--- config.mk ---
export PLATFORM = sky130hd
export DESIGN_NAME = read_response
export DESIGN_NICKNAME = d
export VERILOG_FILES = /design/src/design/dmem_pkg.sv /design/src/design/read_response.sv
export SDC_FILE = /design/constraint.sdc
export NUM_CORES = 1
export LEC_CHECK = 0
export BUFFER_PORTS_ARGS = -buffer_cell sky130_fd_sc_hd__buf_2
export CORE_MARGIN = 2
export CORE_UTILIZATION = 48
export CTS_BUF_LIST = sky130_fd_sc_hd__clkbuf_4
export DETAILED_ROUTE_END_ITERATION = 10
export HOLD_SLACK_MARGIN = 0.1
export PLACE_DENSITY = 0.81
export SLEW_MARGIN = 20
export SYNTH_ARGS = -nofsm -noshare
export SYNTH_HDL_FRONTEND = slang
export SYNTH_SLANG_ARGS = --single-unit
--- constraint.sdc ---
create_clock -name clk_50 -period 1.7 [get_ports clk_50]
set_clock_uncertainty 0.2 [all_clocks]
set_input_delay 0.51 -clock clk_50 [delete_from_list [all_inputs] [get_ports clk_50]]
set_output_delay 0.51 -clock clk_50 [all_outputs]
set_load 0.05 [all_outputs]
--- src/design/dmem_pkg.sv ---
package dmem_pkg;

  // ****************************************
  // widths
  // ****************************************
  localparam int data_w = 32;  // data word
  localparam int addr_w = 32;  // byte address from the host

  // ****************************************
  // sizes
  // ****************************************
  localparam int mem_depth_dflt  = 1024;  // words in the data memory
  localparam int snap_words_dflt = 27;    // snapshot copied into cells 0 and up

  // ****************************************
  // shared types
  // ****************************************
  typedef logic [data_w-1:0] word_t;

  // word index, byte address bits 11:2 at the default depth
  typedef logic [$clog2(mem_depth_dflt)-1:0] word_addr_t;

endpackage

--- src/design/read_response.sv ---
module read_response (
  input  logic            clk_50,
  input  logic            rst,
  input  dmem_pkg::word_t rd_data,
  input  logic            rd_done,
  input  logic            wr_done,
  input  logic            err_done,
  output logic            resp_valid,
  output dmem_pkg::word_t resp_data,
  output logic            resp_err
);

  logic no_data;  // writes and errors report zero

  assign no_data = wr_done | err_done;

  // ****************************************
  // response register
  // ****************************************
  always_ff @(posedge clk_50 or posedge rst) begin
    if (rst) begin
      resp_valid <= 1'b0;
      resp_err   <= 1'b0;
      resp_data  <= '0;
    end else begin
      resp_valid <= rd_done;
      resp_err   <= rd_done & err_done;
      if (rd_done)
        resp_data <= no_data ? '0 : rd_data;
    end
  end

endmodule

==> impl_metrics.toml <==
[hold_path]
hold_path.class = "primary input to flop"
min_from = "err_done"

[layout]
flow.area_growth_from_synthesis_pct = 33.1
num_antenna_cells = 0
multi_input_area_um2 = 520
top_library_cells_by_usage_in_the_layout_fill_and_taps_aside = "41 x buf_2, 34 x dfrtp_1, 33 x inv_1"
final_core_utilization_pct = 67.8
seqCellArea_um2 = 851
final_nets = 252
design_area_mm2 = 0.00210
drive_above_1_share_pct = 51.9
fillers = 262
commonest_non_fill_non_tap_cell_in_the_layout = "buf_2"

[job]
cap_violations = 0

[power]
clkPwrFrac_pct = 24.1
total_leakage_power_nw = 1.05
p_comb_share_pct = 25.8
switching_share_pct = 32.8
power-per-cell-area_mw_per_mm2 = 833
p_switching_uw = 575
seq_power_share_pct = 50.1
ir_drop_v = 0.000534
power_report.internal_total_mw = 1.18
finalPower_mw = 1.75

[floorplanning]
dieArea_mm2 = 0.00377
row_count = 20
design.portCount = 71
die_x_um = 61.4
floorplan.core_area_mm2 = 0.00310
floorplan.initialDensity_pct = 51.0
die_y_um = 61.4

[timing]
setup_tns_ns = 0
worst_relative_slew_slack_pct = 72.3
post-route-period-util_pct = 97.6
timing.hold.ws_ns = 0.206
timing.final.hold_violations = 0
tightest_slew_ns = 0.416
pins_over_slew_limit = 0
timing.final.crit_period_ns = 1.66
achievable-frequency_mhz = 603
report.final.setup_viol = 0

[synth]
postSynthNetCount = 181
syn_area_per_cell_um2 = 11.0
yosys_warnings = 0
ys_ff_latch = 34
post_synth_inst_count = 144
yosysSeqAreaShare_pct = 53.8
netlist_area_mm2 = 0.00158
netlist-cell-type-count = 11

[critical_path]
worst_setup_path_startpoint = "resp_data[13]"
worst_setup_ep_type = "output port"
worst_path_max_delay_cell = "dfrtp_1"
worst_path_max_stage_delay_ns = 0.36
cp_cell_sequence = "buf_2"
crit_buf_inv = 1
timing.setup.critical_path_class = "flop to output port"
critical_path.startpoint_type = "flop"
crit_arrival_ns = 0.95
worst-path-max-fanout = 2
critPathTopFamily = "flip-flops"
timing.rr.start = "resp_data[25]"
critical_path_required_ns = 0.99

[grt]
grtUsageTotal_pct = 17.2
globalRouteOverflowTotal = 0
grt_pass1_wl_um = 4690
pin_count_of_the_biggest_net_entering_global_routing = 42
grt_antenna_before_repair = 0
via_count_of_the_first_global_routing_pass = 1097

[clocking]
clkSlewWorstSetupHoldPaths_ns = 0.10
clock_sink_count = 34
tritoncts_buffer_count = 5
clock-root-buffer = "clkbuf_4"
cts_tree = "done"
cts_max_path_buffers = 2
cts_htree_levels = 2
worstSkewPairLatency_ns = 0.33

[drt]
drtAntennaViolNets = 0
wl_per_cell_um = 11.7
drc = 0
detailedRoute.firstIterationViolations = 47
detail_route.first_pass.iterations = 4
wirelength_um = 3040
detailroute.via_count = 1223
vias_per_cell = 4.70

[place]
placed_standard_cell_area_mm2 = 0.00197
portBuffers = 70
hpwlAfterDp_um = 2130
finalWeightedCongestion = 0.708

[status]
outcome = "completed"
flip-flops by register name, summed over array words and instances (netlist names):
register	cells
resp_data	32
resp_valid	1
resp_err	1
final timing paths:
check                                      to  slack, ns  cells after the start
worst max-delay path            resp_data[13]       0.04                      1
worst min-delay path                 resp_err       0.21                      2
worst max register to register  resp_data[25]       0.84                      2
worst min register to register  resp_data[10]       0.33                      2
max in group asynchronous       resp_data[23]       0.39                      4
min in group asynchronous        resp_data[2]       0.61                      4
repair_timing:
item | in CTS | in global routing
endpoints found under the setup margin | 0 | 29
hold buffers | 1 | 0
setup buffers | 0 | 0
endpoints found under the hold margin | 34 | 0
gates resized for setup | 0 | 36
logic make-up after synthesis:
| family | after synthesis | synth area share [%] |
|---|---|---|
| buffers and inverters | 44 | 13.3 |
| DFF | 34 | 53.8 |
| and+or+nand+nor | 34 | 8.39 |
| AOI/OAI and AO/OA | 32 | 24.5 |
per-stage QoR:
step	cells	setup slack [ns]
final	260	0.0413
after global routing	260	-0.00399
after CTS	260	0.00141
after detailed placement	251	0.155
after global placement	251	0.176
after floorplan	144	0.242
worst reg2reg max path: stages, from the launching register on:
cell and delay (ns):
dfrtp_1 0.41, inv_1 0.07, o22ai_2 0.07
metal layers:
metal	wire length, µm	global-route usage, %	vias up
met1	1240	20.8	571
met5	0	0	-
met3	272	7.56	6
li1	-	-	597
met4	36	5.47	0
met2	1490	28.0	49
area by class of cell:
cell class | instances | share of cell area, %
inverters | 33 | 5.89
well taps | 44 | 2.62
clock buffers | 6 | 2.14
flip-flops and latches | 34 | 40.4
multi-input cells | 66 | 24.7
repair buffers | 75 | 23.8
clock inverters | 2 | 0.416
cell usage after synthesis, drive strengths merged:
master | count | area, µm²
buf | 10 | 82.6
inv | 33 | 124
o22ai | 32 | 388
clkbuf | 1 | 3.75
dfrtp | 34 | 851
or2 | 1 | 6.26
nand2 | 32 | 120
and2 | 1 | 6.26
power groups by stage:
stage                     clock network (mW)  registers [mW]  logic [mW]
after floorplan                            0            1.06       0.158
after global placement                     0           0.891       0.432
after detailed placement                   0           0.892       0.436
after CTS                              0.440           0.877       0.438
after global routing                   0.482           0.884       0.484
final                                  0.423           0.878       0.453
No activity file was read; power rests on OpenSTA's default activity.
