## config.mk

```make
export PLATFORM = sky130hd
export DESIGN_NAME = host_port_flat
export DESIGN_NICKNAME = d
export VERILOG_FILES = /design/src/design/dmem_pkg.sv /design/src/design/mem_req_if.sv /design/src/design/host_port.sv /design/src/flat_wrapper.sv
export SDC_FILE = /design/constraint.sdc
export NUM_CORES = 1
export LEC_CHECK = 0
export ABC_AREA = 1
export ABC_CLOCK_PERIOD_IN_PS = 800
export BUFFER_PORTS_ARGS = -buffer_cell sky130_fd_sc_hd__buf_2
export CAP_MARGIN = 20
export CORE_MARGIN = 4
export CORE_UTILIZATION = 41
export CTS_BUF_LIST = sky130_fd_sc_hd__clkbuf_8 sky130_fd_sc_hd__clkbuf_16
export DETAILED_ROUTE_END_ITERATION = 8
export MAX_ROUTING_LAYER = met4
export PLACE_DENSITY = 0.84
export REMOVE_ABC_BUFFERS = 1
export SLEW_MARGIN = 20
export SYNTH_ARGS = -nofsm -noshare
export SYNTH_HDL_FRONTEND = slang
export SYNTH_SLANG_ARGS = --single-unit
```

## constraint.sdc

```tcl
create_clock -name clk_50 -period 0.8 [get_ports clk_50]
set_input_delay 0.08 -clock clk_50 [delete_from_list [all_inputs] [get_ports clk_50]]
set_output_delay 0.08 -clock clk_50 [all_outputs]
set_load 0.005 [all_outputs]
```

## src/design/dmem_pkg.sv

```systemverilog
package dmem_pkg;

  // ****************************************
  // widths
  // ****************************************
  localparam int data_w = 32;  // data word
  localparam int addr_w = 32;  // byte address from the host

  // ****************************************
  // sizes
  // ****************************************
  localparam int mem_depth_dflt  = 1024;  // words in the data memory
  localparam int snap_words_dflt = 27;    // snapshot copied into cells 0 and up

  // ****************************************
  // shared types
  // ****************************************
  typedef logic [data_w-1:0] word_t;

  // word index, byte address bits 11:2 at the default depth
  typedef logic [$clog2(mem_depth_dflt)-1:0] word_addr_t;

endpackage

```

## src/design/mem_req_if.sv

```systemverilog
// one word request, host port to memory
interface mem_req_if;

  logic                 valid;      // one-cycle strobe per accepted request
  logic                 write;      // 1 = write, 0 = read
  dmem_pkg::word_addr_t word_addr;
  dmem_pkg::word_t      wdata;
  logic                 err;        // bad request, memory must not be touched

  modport src (
    output valid,
    output write,
    output word_addr,
    output wdata,
    output err
  );

  modport dst (
    input valid,
    input write,
    input word_addr,
    input wdata,
    input err
  );

endinterface

```

## src/design/host_port.sv

```systemverilog
module host_port #(
  parameter int unsigned depth = dmem_pkg::mem_depth_dflt
) (
  input  logic                        clk_50,
  input  logic                        rst,
  input  logic                        rd_stb,
  input  logic                        wr_stb,
  input  logic [dmem_pkg::addr_w-1:0] addr,
  input  dmem_pkg::word_t             wdata,
  mem_req_if.src                      req
);

  localparam int unsigned byte_lim = 4 * depth;  // first byte address past the array

  logic any_stb;
  logic both_stb;
  logic misaligned;
  logic out_of_range;
  logic bad_req;

  // ****************************************
  // request check
  // ****************************************
  assign any_stb      = rd_stb | wr_stb;
  assign both_stb     = rd_stb & wr_stb;
  assign misaligned   = (addr[1:0] != 2'b00);
  assign out_of_range = (addr >= byte_lim);
  assign bad_req      = both_stb | misaligned | out_of_range;

  // ****************************************
  // request register
  // ****************************************
  always_ff @(posedge clk_50 or posedge rst) begin
    if (rst) begin
      req.valid <= 1'b0;
      req.write <= 1'b0;
      req.err   <= 1'b0;
    end else begin
      req.valid <= any_stb;
      req.write <= wr_stb;             // a double strobe is flagged as err anyway
      req.err   <= any_stb & bad_req;
    end
  end

  // address and data only move with a strobe
  always_ff @(posedge clk_50) begin
    if (any_stb) begin
      req.word_addr <= addr[$bits(dmem_pkg::word_addr_t)+1:2];  // byte -> word index
      req.wdata     <= wdata;
    end
  end

endmodule

```

## src/flat_wrapper.sv

```systemverilog
// flat-port wrapper written by rule: the top's interface ports become plain ports
module host_port_flat 
#(
  parameter int unsigned depth = dmem_pkg::mem_depth_dflt
)
  (clk_50, rst, rd_stb, wr_stb, addr, wdata, req_valid, req_write, req_word_addr, req_wdata, req_err);
  mem_req_if req_i ();
  input  logic clk_50;
  input  logic rst;
  input  logic rd_stb;
  input  logic wr_stb;
  input  logic [dmem_pkg::addr_w-1:0] addr;
  input  dmem_pkg::word_t wdata;
  output wire logic [$bits(req_i.valid)-1:0] req_valid;
  output wire logic [$bits(req_i.write)-1:0] req_write;
  output wire logic [$bits(req_i.word_addr)-1:0] req_word_addr;
  output wire logic [$bits(req_i.wdata)-1:0] req_wdata;
  output wire logic [$bits(req_i.err)-1:0] req_err;
  assign req_valid = req_i.valid;
  assign req_write = req_i.write;
  assign req_word_addr = req_i.word_addr;
  assign req_wdata = req_i.wdata;
  assign req_err = req_i.err;
  host_port #(.depth(depth)) u_core (.clk_50(clk_50), .rst(rst), .rd_stb(rd_stb), .wr_stb(wr_stb), .addr(addr), .wdata(wdata), .req(req_i));
endmodule
```

==> metrics.cfg <==
[floorplan]
die_area_um2=4530
rows=21
die_w_um=67.3
die_y_um=67.3
ios=113
design.core.area_um2=3360
initial_core_util=0.429

[route]
wl_per_cell_um=13.9
wl_um=3900
drt_iter0_drc=39
detail_route.first_pass.iterations=4
viasPerCell=4.43
vias=1245
postRouteAntennaNets=0
drc_errors=0

[sta]
slew_violations=0
fmaxAchievable_mhz=1120
period_needed_ns=0.896
worst_slew_pin_slew_ns=0.572
setup_viol=45
grt_setup_unrepaired=true
fin_ws_ns=-0.0961
holdWs_ns=0.174
final_hold_viol_count=0
tns_ns=-2.65
slew_headroom=0.619
fin_crit_sh=1.12

[clock_tree]
clkTransAtPathRegs_ns=0.07
numCtsBuffers=5
cts-root-buf=clkbuf_8
cts-htree-levels=2
cts_tree=yes
postCtsSetupBuffers=0
cts_sinks=45
cts_resized=0
cts.path.max_buffers=2

[status]
violations=setup timing
status=complete, but fails checks

[layout]
fin_util=0.768
fin_nets=302
mostFrequentLayoutCells=buf_2 (112), dlygate4sd3_1 (44), edfxtp_1 (42)
antenna_cells=0
finalInstanceArea_um2=2580
layout-drive-gt1-share=0.515
area_growth_pct=79.1
mostFrequentLayoutCell=buf_2
final-instance-count-excl-fill=281

[setup_path]
cp.arrival_ns=0.82
cp_num_buf_inv=1
critPathMaxStageDelay_ns=0.39
cp_max_fo=1
required_ns=0.72
crit_type=flip-flop to output pin
cp_cell_sequence=buf_2
crit_path_start_kind=flip-flop
crit_path_top_delay_cell=edfxtp_1
crit_family=flip-flops
end_kind=output pin

[logic_synthesis]
ys_seq_area_frac=0.926
syn_area_per_cell_um2=20.3
yosysWarnings=0
synth_top_area_frac=0.874
synth_area_leaders=edfxtp_1 (87%), dfrtp_1 (5.2%), nor2_1 (3.4%)
synth_top_area_cell=edfxtp_1
synth-seq-cells=45
yosysUniqueCellTypes=8
synth_area_um2=1440
syn_inst=71

[global_routing]
track_usage=0.194
grt_max_degree=45
antenna_found_initial=0
grt_pass1_vias=1321
grt_pass1_wl_um=5980
overflow=0

[power_and_ir_drop]
power_density_nw_per_um2=1830
p_leak_nw=1.18
ir_drop_mv=1.19
p_total_mw=4.74

[placement]
place_area_um2=2060
place_congestion=0.672
numPortBuffers=112
dp_hpwl_um=2590
dpl.cell_count=229
post-place-ws_ns=-0.254

[worst_hold_path]
hp-class=input port to flip-flop

[flow_run]
drv_cap=0

==> area by class of cell <==
cell class / count / area [um2]
inverters: 2 / 7.51
fillers: 226 / 779
flip-flops and latches: 45 / 1340
multi-input cells: 24 / 98.8
clock buffers: 5 / 68.8
well taps: 46 / 57.6
repair buffers: 156 / 1000
clock inverters: 3 / 13.8
==> state kept, by name (all words and copies together) (netlist names) <==
signal	cells
u_core.req.wdata	32
u_core.req.word_addr	10
u_core.req.write	1
u_core.req.valid	1
u_core.req.err	1
==> repair_timing <==
item | in CTS | in global routing
hold buffers | 44 | 0
hold endpoints to repair | 46 | 0
endpoints found under the setup margin | 45 | 45
==> metal layers <==
| layer | vias up | routed length (um) | global-route usage |
|---|---|---|---|
| met3 | 11 | 363 | 0.0632 |
| met4 | 0 | 78 | 0.0759 |
| met5 | - | 0 | - |
| met2 | 85 | 2150 | 0.366 |
| li1 | 580 | - | - |
| met1 | 569 | 1300 | 0.176 |
==> power by group <==
part           internal (mW)  switching (mW)  leakage (nW)
logic                  0.394           0.238         0.671
registers               2.80          0.0500         0.460
clock network          0.592           0.665        0.0491
total                   3.79           0.953          1.18
==> synth_stat cells <==
master     n
edfxtp_1  42
nor2_2     1
nand3_1    1
dfrtp_1    3
inv_1      2
nand2_1    8
nor2_1    13
or2_4      1
==> path summary, 6_finish.rpt <==
path,from,to,slack [ns],cells after the start
worst max-delay path,u_core.req.word_addr[4],req_word_addr[4],-0.1,1
worst min-delay path,addr[20],u_core.req.err,0.17,7
max in group asynchronous,rst,u_core.req.write,0.45,3
min in group asynchronous,rst,u_core.req.valid,0.21,3
==> cells by family after synthesis <==
group | count (synthesis) | share of synthesized area
buffers and inverters | 2 | 0.00521
flip-flops | 45 | 0.926
AND/OR/NAND/NOR | 24 | 0.0685
(Power assumes the default switching activity.)
