===== src/design/dmem_pkg.sv =====
package dmem_pkg;

  // ****************************************
  // widths
  // ****************************************
  localparam int data_w = 32;  // data word
  localparam int addr_w = 32;  // byte address from the host

  // ****************************************
  // sizes
  // ****************************************
  localparam int mem_depth_dflt  = 1024;  // words in the data memory
  localparam int snap_words_dflt = 27;    // snapshot copied into cells 0 and up

  // ****************************************
  // shared types
  // ****************************************
  typedef logic [data_w-1:0] word_t;

  // word index, byte address bits 11:2 at the default depth
  typedef logic [$clog2(mem_depth_dflt)-1:0] word_addr_t;

endpackage


===== src/design/snapshot_loader.sv =====
module snapshot_loader #(
  parameter int snap_words = dmem_pkg::snap_words_dflt
) (
  input  logic            clk_50,
  input  logic            rst,
  input  logic            snap_stb,
  input  dmem_pkg::word_t snap_word,
  input  logic            snap_commit,
  output logic            copying,
  output dmem_pkg::word_t snap_data [snap_words],
  output logic            copy_done,
  output logic            snap_err
);

  localparam int cnt_w = $clog2(snap_words + 1);

  logic [cnt_w-1:0] count;     // words collected so far
  logic             overflow;  // a word arrived with the buffer already full
  logic             full;
  logic             commit_ok;

  assign full      = (count == cnt_w'(snap_words));
  assign commit_ok = full & ~overflow;

  // ****************************************
  // count, overflow and commit pulses
  // ****************************************
  always_ff @(posedge clk_50 or posedge rst) begin
    if (rst) begin
      count    <= '0;
      overflow <= 1'b0;
      copying  <= 1'b0;
      snap_err <= 1'b0;
    end else begin
      copying  <= 1'b0;
      snap_err <= 1'b0;
      if (snap_commit) begin
        copying  <= commit_ok;
        snap_err <= ~commit_ok;
        count    <= '0;       // buffer restarts either way
        overflow <= 1'b0;
      end else if (snap_stb) begin
        if (full)
          overflow <= 1'b1;   // extra word dropped
        else
          count <= count + 1'b1;
      end
    end
  end

  // ****************************************
  // word buffer
  // ****************************************
  // words land in arrival order, slot = current count
  always_ff @(posedge clk_50) begin
    if (snap_stb && !snap_commit && !full)
      snap_data[count] <= snap_word;
  end

  // the host sees the copy flagged in the same cycle the memory is told to copy
  assign copy_done = copying;

endmodule


===== config.mk =====
export PLATFORM = sky130hd
export DESIGN_NAME = snapshot_loader
export DESIGN_NICKNAME = d
export VERILOG_FILES = /design/src/design/dmem_pkg.sv /design/src/design/snapshot_loader.sv
export SDC_FILE = /design/constraint.sdc
export NUM_CORES = 1
export LEC_CHECK = 0
export ABC_AREA = 1
export BUFFER_PORTS_ARGS = -buffer_cell sky130_fd_sc_hd__buf_2
export CORE_AREA = 2 2 353 355
export DETAILED_ROUTE_END_ITERATION = 10
export DIE_AREA = 0 0 355 357
export REMOVE_ABC_BUFFERS = 1
export SYNTH_ARGS = -nofsm -noshare
export SYNTH_HDL_FRONTEND = slang
export SYNTH_SLANG_ARGS = --single-unit

===== constraint.sdc =====
create_clock -name clk_50 -period 5.2 [get_ports clk_50]
set_input_delay 0.26 -clock clk_50 [delete_from_list [all_inputs] [get_ports clk_50]]
set_output_delay 0.26 -clock clk_50 [all_outputs]
set_load 0.03 [all_outputs]

==> reports/metrics.cfg, run 1 <==
[synthesis]
synth.avg_cell_area_um2=27.6
yosys-top-cells-area=edfxtp_1 97%, dfrtp_1 0.75%, nor2_1 0.30%
yosys-top-cells-count=864 x edfxtp_1, 21 x nor2_1, 18 x nand2_1, 14 x nand3_1, 11 x inv_1
synth-seq-cells=872
synth_edf_count=864
synth_cells=965
synth.most_common_cell=edfxtp_1
synth-main-ff-cell=edfxtp_1
synth_area_um2=26600
yosysWarnings=0
synth_top_cell_by_area=edfxtp_1
synth_top_area_share_pct=97.4
ys_seq_area_share_pct=98.2
yosysUniqueCellTypes=20
async_flop_share_pct=0.917

[pwr]
vdd_drop_max_uv=356
p_per_area_nw_per_um2=403
power_w=0.0148
power.leakage_nw=13.4

[timing]
final-hold-violation-count=0
post-route-period-util_pct=65.4
fin_ws_ps=1800
holdWs_ps=70.8
setup_tns_ps=0
slew_viol_final=0
post-route-min-period_ps=3400
skew_ps=21.0
slew_headroom_pct=7.75
tightestPinTransition_ps=1380
rsz0062_at_grt=false
setup_viol=0
max_freq_mhz=294

[status]
status=finished clean

[die]
fp.coreArea_um2=123000
die_h_um=357
initial_core_util_pct=21.7
dieArea_um2=127000
num_rows=129
die_x_um=355
pin_count=903

[drt]
wl_per_cell_um=27.4
wirelength_um=102000
avgViaCountPerCell=3.86
drt_iter0_markers=1366
ant_nets=0
dr_total_vias=14300
first_pass_iters=5
drcViolationCount=0

[critical_path]
path_class=flop to flop
cp_max_fo=22
cp_slowest_stage_delay_ps=1250
cp-end-kind=flop
slowest_stage=nor2_4
critPathRequiredTime_ps=5570
cp.arrival_ps=3770
critPathLaunchType=flop
path_cells=ha_1, nand4_4, nand3_1, nor2_4, buf_4

[clock_network]
ctsHtreeMaxLevel=3
cts.repair.resized=0
cts_root_buffer=clkbuf_16
clock-sinks=872
clk_latency_ps=690
cts_buffer_depth=3
clk_transition_reported_paths_ps=60
cts_tree=built
numCtsBuffers=92

[cells_and_area]
fin_util_pct=29.9
drive_gt1_share_pct=53.4
layout.nets=2038
synthToLayoutAreaGrowth_pct=38.2
n_fill_cell=12100

[place]
io_buffers=902
routabilityCongestion=0.751
post-dp-hpwl_um=68200
pre_cts_ws_ps=1760

[grt]
overflow=0
grt_pass1_wl_um=128000
grt_pass1_vias=13700
antenna_found_initial=12
grtUsageTotal_pct=15.3
grt_max_degree=33

[min_path]
hp-class=input pin to flop

[flow_run]
cap_viol_max_count=0

[registers in the layout (all words and copies together) (netlist names)]
| signal | flops |
|---|---|
| snap_data | 864 |
| count | 5 |
| copy_done | 1 |
| overflow | 1 |
| snap_err | 1 |
[what timing repair did]
item                      4_1_cts  5_1_grt
setup buffers                   0        0
hold endpoints to repair       56        0
hold buffers                    6        0
[through the flow]
stage	cells	instance area (um^2)
after CTS	3709	36800
final	3714	36800
after global routing	3710	36800
after detailed placement	3534	33600
after floorplan	961	26600
after global placement	3533	33600
[final timing paths]
kind | start | end | slack [ps] | cells past startpoint
hold / removal | snap_word[14] | snap_data[526]$_DFFE_PP_ | 70 | 1
hold reg to reg | overflow$_DFFE_PP0P_ | copy_done$_DFF_PP0_ | 450 | 1
setup / recovery | count[0]$_DFFE_PP0P_ | snap_data[217]$_DFFE_PP_ | 1800 | 5
setup reg to reg | count[0]$_DFFE_PP0P_ | snap_data[217]$_DFFE_PP_ | 1800 | 5
max in group asynchronous | rst | overflow$_DFFE_PP0P_ | 4870 | 3
min in group asynchronous | rst | count[4]$_DFFE_PP0P_ | 80 | 3
[layer usage]
| metal | GRT usage, % | routed length [um] | up-vias |
|---|---|---|---|
| met4 | 4.31 | 1840 | 0 |
| met3 | 4.79 | 9400 | 82 |
| met5 | 0 | 0 | - |
| met1 | 20.2 | 42500 | 7431 |
| met2 | 24.1 | 48000 | 843 |
| li1 | - | - | 5984 |
[power breakdown]
part | internal [W] | total, W | switching (W)
logic | 0.0000318 | 0.000254 | 0.000222
clock network | 0.00397 | 0.00681 | 0.00284
registers | 0.00775 | 0.00776 | 0.0000107
total | 0.0118 | 0.0148 | 0.00307
[area by class of cell]
| cell class | instances | area, um^2 | share of cell area, % |
|---|---|---|---|
| clock inverters | 58 | 722 | 1.96 |
| multi-input cells | 76 | 598 | 1.62 |
| well taps | 1637 | 2050 | 5.56 |
| inverters | 13 | 48.8 | 0.133 |
| clock buffers | 111 | 2390 | 6.51 |
| repair buffers | 942 | 4840 | 13.1 |
| flip-flops and latches | 872 | 26100 | 71.0 |
| diodes | 5 | 12.5 | 0.0340 |
[layout by cell type, fill, tap and decap left out, types with 5 or more instances in the layout]
| master | count |
|---|---|
| clkinv_1 | 15 |
| clkinvlp_4 | 6 |
| clkbuf_16 | 93 |
| nor2_4 | 21 |
| nand3_1 | 14 |
| buf_2 | 902 |
| inv_1 | 11 |
| clkinv_2 | 9 |
| nor3_2 | 6 |
| ha_1 | 5 |
| bufinv_16 | 13 |
| buf_4 | 33 |
| nand2_1 | 18 |
| diode_2 | 5 |
| edfxtp_1 | 864 |
| clkbuf_1 | 18 |
| dfrtp_1 | 8 |
| inv_6 | 7 |
| dlygate4sd3_1 | 6 |
[critical path, delay by kind of cell, from the launching register on]
kind | cells | cell delay (ps)
adder cells (fa/ha/maj) | 1 | 310
flip-flops | 1 | 450
buffers and inverters | 1 | 370
AND/OR/NAND/NOR | 3 | 1930
[cell families after synthesis]
kind of cell | count (synthesis) | share of synthesized area, %
xor+xnor | 1 | 0.0329
simple gates | 68 | 1.22
buf+inv | 17 | 0.287
flops | 872 | 98.2
compound gates | 2 | 0.0423
fa+ha+maj | 5 | 0.235
Power figures use the tool's default switching activity.
==> inputs of run 2 (changes only) <==
--- a/config.mk
+++ b/config.mk
@@ -5,11 +5,11 @@
 export SDC_FILE = /design/constraint.sdc
 export NUM_CORES = 1
 export LEC_CHECK = 0
-export ABC_AREA = 1
+export ABC_AREA = 0
 export BUFFER_PORTS_ARGS = -buffer_cell sky130_fd_sc_hd__buf_2
-export CORE_AREA = 2 2 353 355
+export CORE_AREA = 2 2 350 352
 export DETAILED_ROUTE_END_ITERATION = 10
-export DIE_AREA = 0 0 355 357
+export DIE_AREA = 0 0 352 354
 export REMOVE_ABC_BUFFERS = 1
 export SYNTH_ARGS = -nofsm -noshare
 export SYNTH_HDL_FRONTEND = slang
==> constraint.sdc (replaced) <==
create_clock -name clk_50 -period 2.76 [get_ports clk_50]
set_input_delay 0.138 -clock clk_50 [delete_from_list [all_inputs] [get_ports clk_50]]
set_output_delay 0.138 -clock clk_50 [all_outputs]
set_load 0.03 [all_outputs]
==> run 2 against run 1 <==
Against the previous run: clock skew rose by 13 ps; count of clock-buffer cells in the layout down 7; power is 81% higher; combinational power rose by 99%; largest cell class unchanged; largest power group unchanged.
==> reports/metrics.cfg, run 2 <==
[cells_and_area]
final_common_cell=buf_2
layout.nets=2070  ; +1.6%
regMostFlops=snap_data
drive_gt1_share_pct=53.4  ; about the same
synthToLayoutAreaGrowth_pct=39.3
mostFrequentLayoutCells=902 x buf_2, 864 x edfxtp_1, 90 x clkbuf_16, 47 x buf_4, 35 x dlygate4sd3_1
multiInputGateArea_um2=606  ; +1.3%
seq_area_um2=26100  ; unchanged
largest_reg_flops=864  ; unchanged
n_fill_cell=11800  ; -2.5%
reg_top3=snap_data: 864 flops, count: 5 flops

[critical_path]
cp_max_fo=20  ; -9.1%
critPathLaunchType=flop
path_class=flop to flop
path_cells=ha_1, nand4b_4, nand3_1, buf_4, nor2_4, buf_4
cpMostUsedCell=buf_4
cp.arrival_ps=2580  ; -1190 ps
critPathRequiredTime_ps=3070  ; -2500 ps
slowest_stage=buf_4
cp_slowest_stage_delay_ps=520  ; -730 ps
path_delay_family=buffers and inverters
path_buf_inv=2  ; +1
cp-end-kind=flop

[drt]
ant_nets=0  ; unchanged
dr_total_vias=14600  ; +2.1%
avgViaCountPerCell=3.93  ; +1.7%
drcViolationCount=0  ; unchanged
drt_iter0_markers=1454  ; +6.4%
wirelength_um=101000  ; -0.77%
first_pass_iters=5  ; unchanged
wl_per_cell_um=27.1  ; -1.2%

[pwr]
vdd_drop_max_uv=535  ; +50%
power.leakage_nw=13.5  ; +0.73%
p_per_area_nw_per_um2=725  ; +80%

[timing]
tightestPinTransition_ps=785  ; -599 ps
rsz0062_at_grt=false
max_freq_mhz=441  ; +50%
slew_headroom_pct=47.7  ; +40 points
final-hold-violation-count=0  ; unchanged
skew_ps=34.4  ; +13.4 ps
slew_viol_final=0  ; unchanged
post-route-min-period_ps=2270  ; -1130 ps
fin_ws_ps=491  ; -1310 ps
setup_viol=0  ; unchanged
setup_tns_ps=0  ; unchanged
post-route-period-util_pct=82.2  ; +17 points

[min_path]
hp-class=input pin to flop

[synthesis]
synth_edf_count=864  ; unchanged
synth_top_area_share_pct=97.5  ; about the same
yosysUniqueCellTypes=27  ; +35%
synth-seq-cells=872  ; unchanged
ys_seq_area_share_pct=98.3  ; about the same
async_flop_share_pct=0.917  ; unchanged
yosys-top-cells-count=864 x edfxtp_1, 32 x nor2_1, 8 x dfrtp_1, 5 x ha_1, 5 x nand3_1
synth.avg_cell_area_um2=28.1  ; +1.7%
yosys-top-cells-area=edfxtp_1 98%, dfrtp_1 0.75%, nor2_1 0.45%
synth_top_cell_by_area=edfxtp_1
yosysWarnings=0  ; unchanged
synth_area_um2=26600  ; about the same
synth-main-ff-cell=edfxtp_1
synth_cells=948  ; -1.8%
synth.most_common_cell=edfxtp_1

[die]
pin_count=903  ; unchanged
fp.coreArea_um2=121000  ; -1.7%
num_rows=128  ; -0.78%
initial_core_util_pct=22.0  ; +0.35 points
die_x_um=352  ; -0.85%
dieArea_um2=125000  ; -1.7%
die_h_um=354  ; -0.84%

[grt]
use_met2_pct=24.9  ; +0.83 points
overflow=0  ; unchanged
grt_pass1_vias=14100  ; +3.5%
grt_max_degree=33  ; unchanged
grt_pass1_wl_um=130000  ; +1.1%
antenna_found_initial=10  ; -2
grtUsageTotal_pct=15.6  ; +0.29 points
grt.met3_usage_pct=5.64  ; +0.85 points
grt-busiest-layer=met2
use_met1_pct=18.9  ; -1.3 points

[clock_network]
numCtsBuffers=90  ; -2.2%
cts.repair.resized=0  ; unchanged
cts_root_buffer=clkbuf_16
cts_buffer_depth=3  ; unchanged
clk_transition_reported_paths_ps=60  ; about the same
clk_latency_ps=700  ; about the same
cts_tree=built
clock-sinks=872  ; unchanged
ctsHtreeMaxLevel=3  ; unchanged

[place]
pre_cts_ws_ps=480  ; -1280 ps
io_buffers=902  ; unchanged
post-dp-hpwl_um=66900  ; -2.0%
routabilityCongestion=0.815  ; +8.5%

[flow_run]
cap_viol_max_count=0  ; unchanged

[status]
status=finished clean

run 2: cell count changes after synthesis, moves of 2 or more:
cell,before,now
nand2_1,18,3
nor2_1,21,32
nand3_1,14,5
nor3_1,8,0
inv_1,11,4
nand3b_1,0,3
or3b_1,0,3
buf_4,3,1
buf_6,0,2
inv_2,2,0
run 2: layer usage:
metal / share of wire [%] / up-vias
met1: 39 / 7562
met2: 48 / 900
met3: 9.8 / 158
li1: - / 6020
met5: 0.046 / -
met4: 3.7 / 8
run 2: kinds of logic after synthesis:
logic type,count (synthesis),share of synthesized area (%)
adders and majority gates,5,0.235
AOI/OAI and AO/OA,5,0.146
and+or+nand+nor,55,1.07
DFF,872,98.3
buffers and inverters,9,0.202
xor gates and xnor gates,2,0.0659
run 2: final timing paths:
check / endpoint / slack (ps) / startpoint / cells past startpoint
setup / recovery: snap_data[405]$_DFFE_PP_ / 490 / count[0]$_DFFE_PP0P_ / 6
min in group asynchronous: count[3]$_DFFE_PP0P_ / 590 / rst / 4
max in group asynchronous: count[4]$_DFFE_PP0P_ / 1920 / rst / 4
setup reg to reg: snap_data[405]$_DFFE_PP_ / 490 / count[0]$_DFFE_PP0P_ / 6
hold reg to reg: copy_done$_DFF_PP0_ / 470 / overflow$_DFFE_PP0P_ / 1
hold / removal: snap_data[141]$_DFFE_PP_ / 60 / snap_word[13] / 1
run 2: power by group:
part | internal (W) | switching [W]
logic | 0.0000942 | 0.000411
clock network | 0.00644 | 0.00530
registers | 0.0146 | 0.0000167
run 2: area by class of cell:
cell class                 count  share of cell area [%]
clock buffer                 104                    6.22
clock inverter                62                    1.45
inverter                       4                  0.0405
tap                         1625                    5.49
antenna                        3                  0.0203
timing repair buffer         994                    14.6
sequential                   872                    70.5
multi-input combinational     67                    1.63
run 2: repair_timing:
action,in CTS,in global routing
setup buffers,0,0
endpoints found under the setup margin,0,0
endpoints found under the hold margin,826,0
hold buffers,35,0
run 2: per-stage QoR:
stage,cells,area [um^2],total power [W],utilization [%],hold slack (ps)
after floorplan,943,26600,0.0150,-,-46.3
after global placement,3527,33900,0.0154,28.0,201
after detailed placement,3527,33900,0.0154,28.0,206
after CTS,3728,37100,0.0272,30.6,8.56
after global routing,3728,37100,0.0277,30.6,48.9
final,3731,37100,0.0269,30.7,56.2
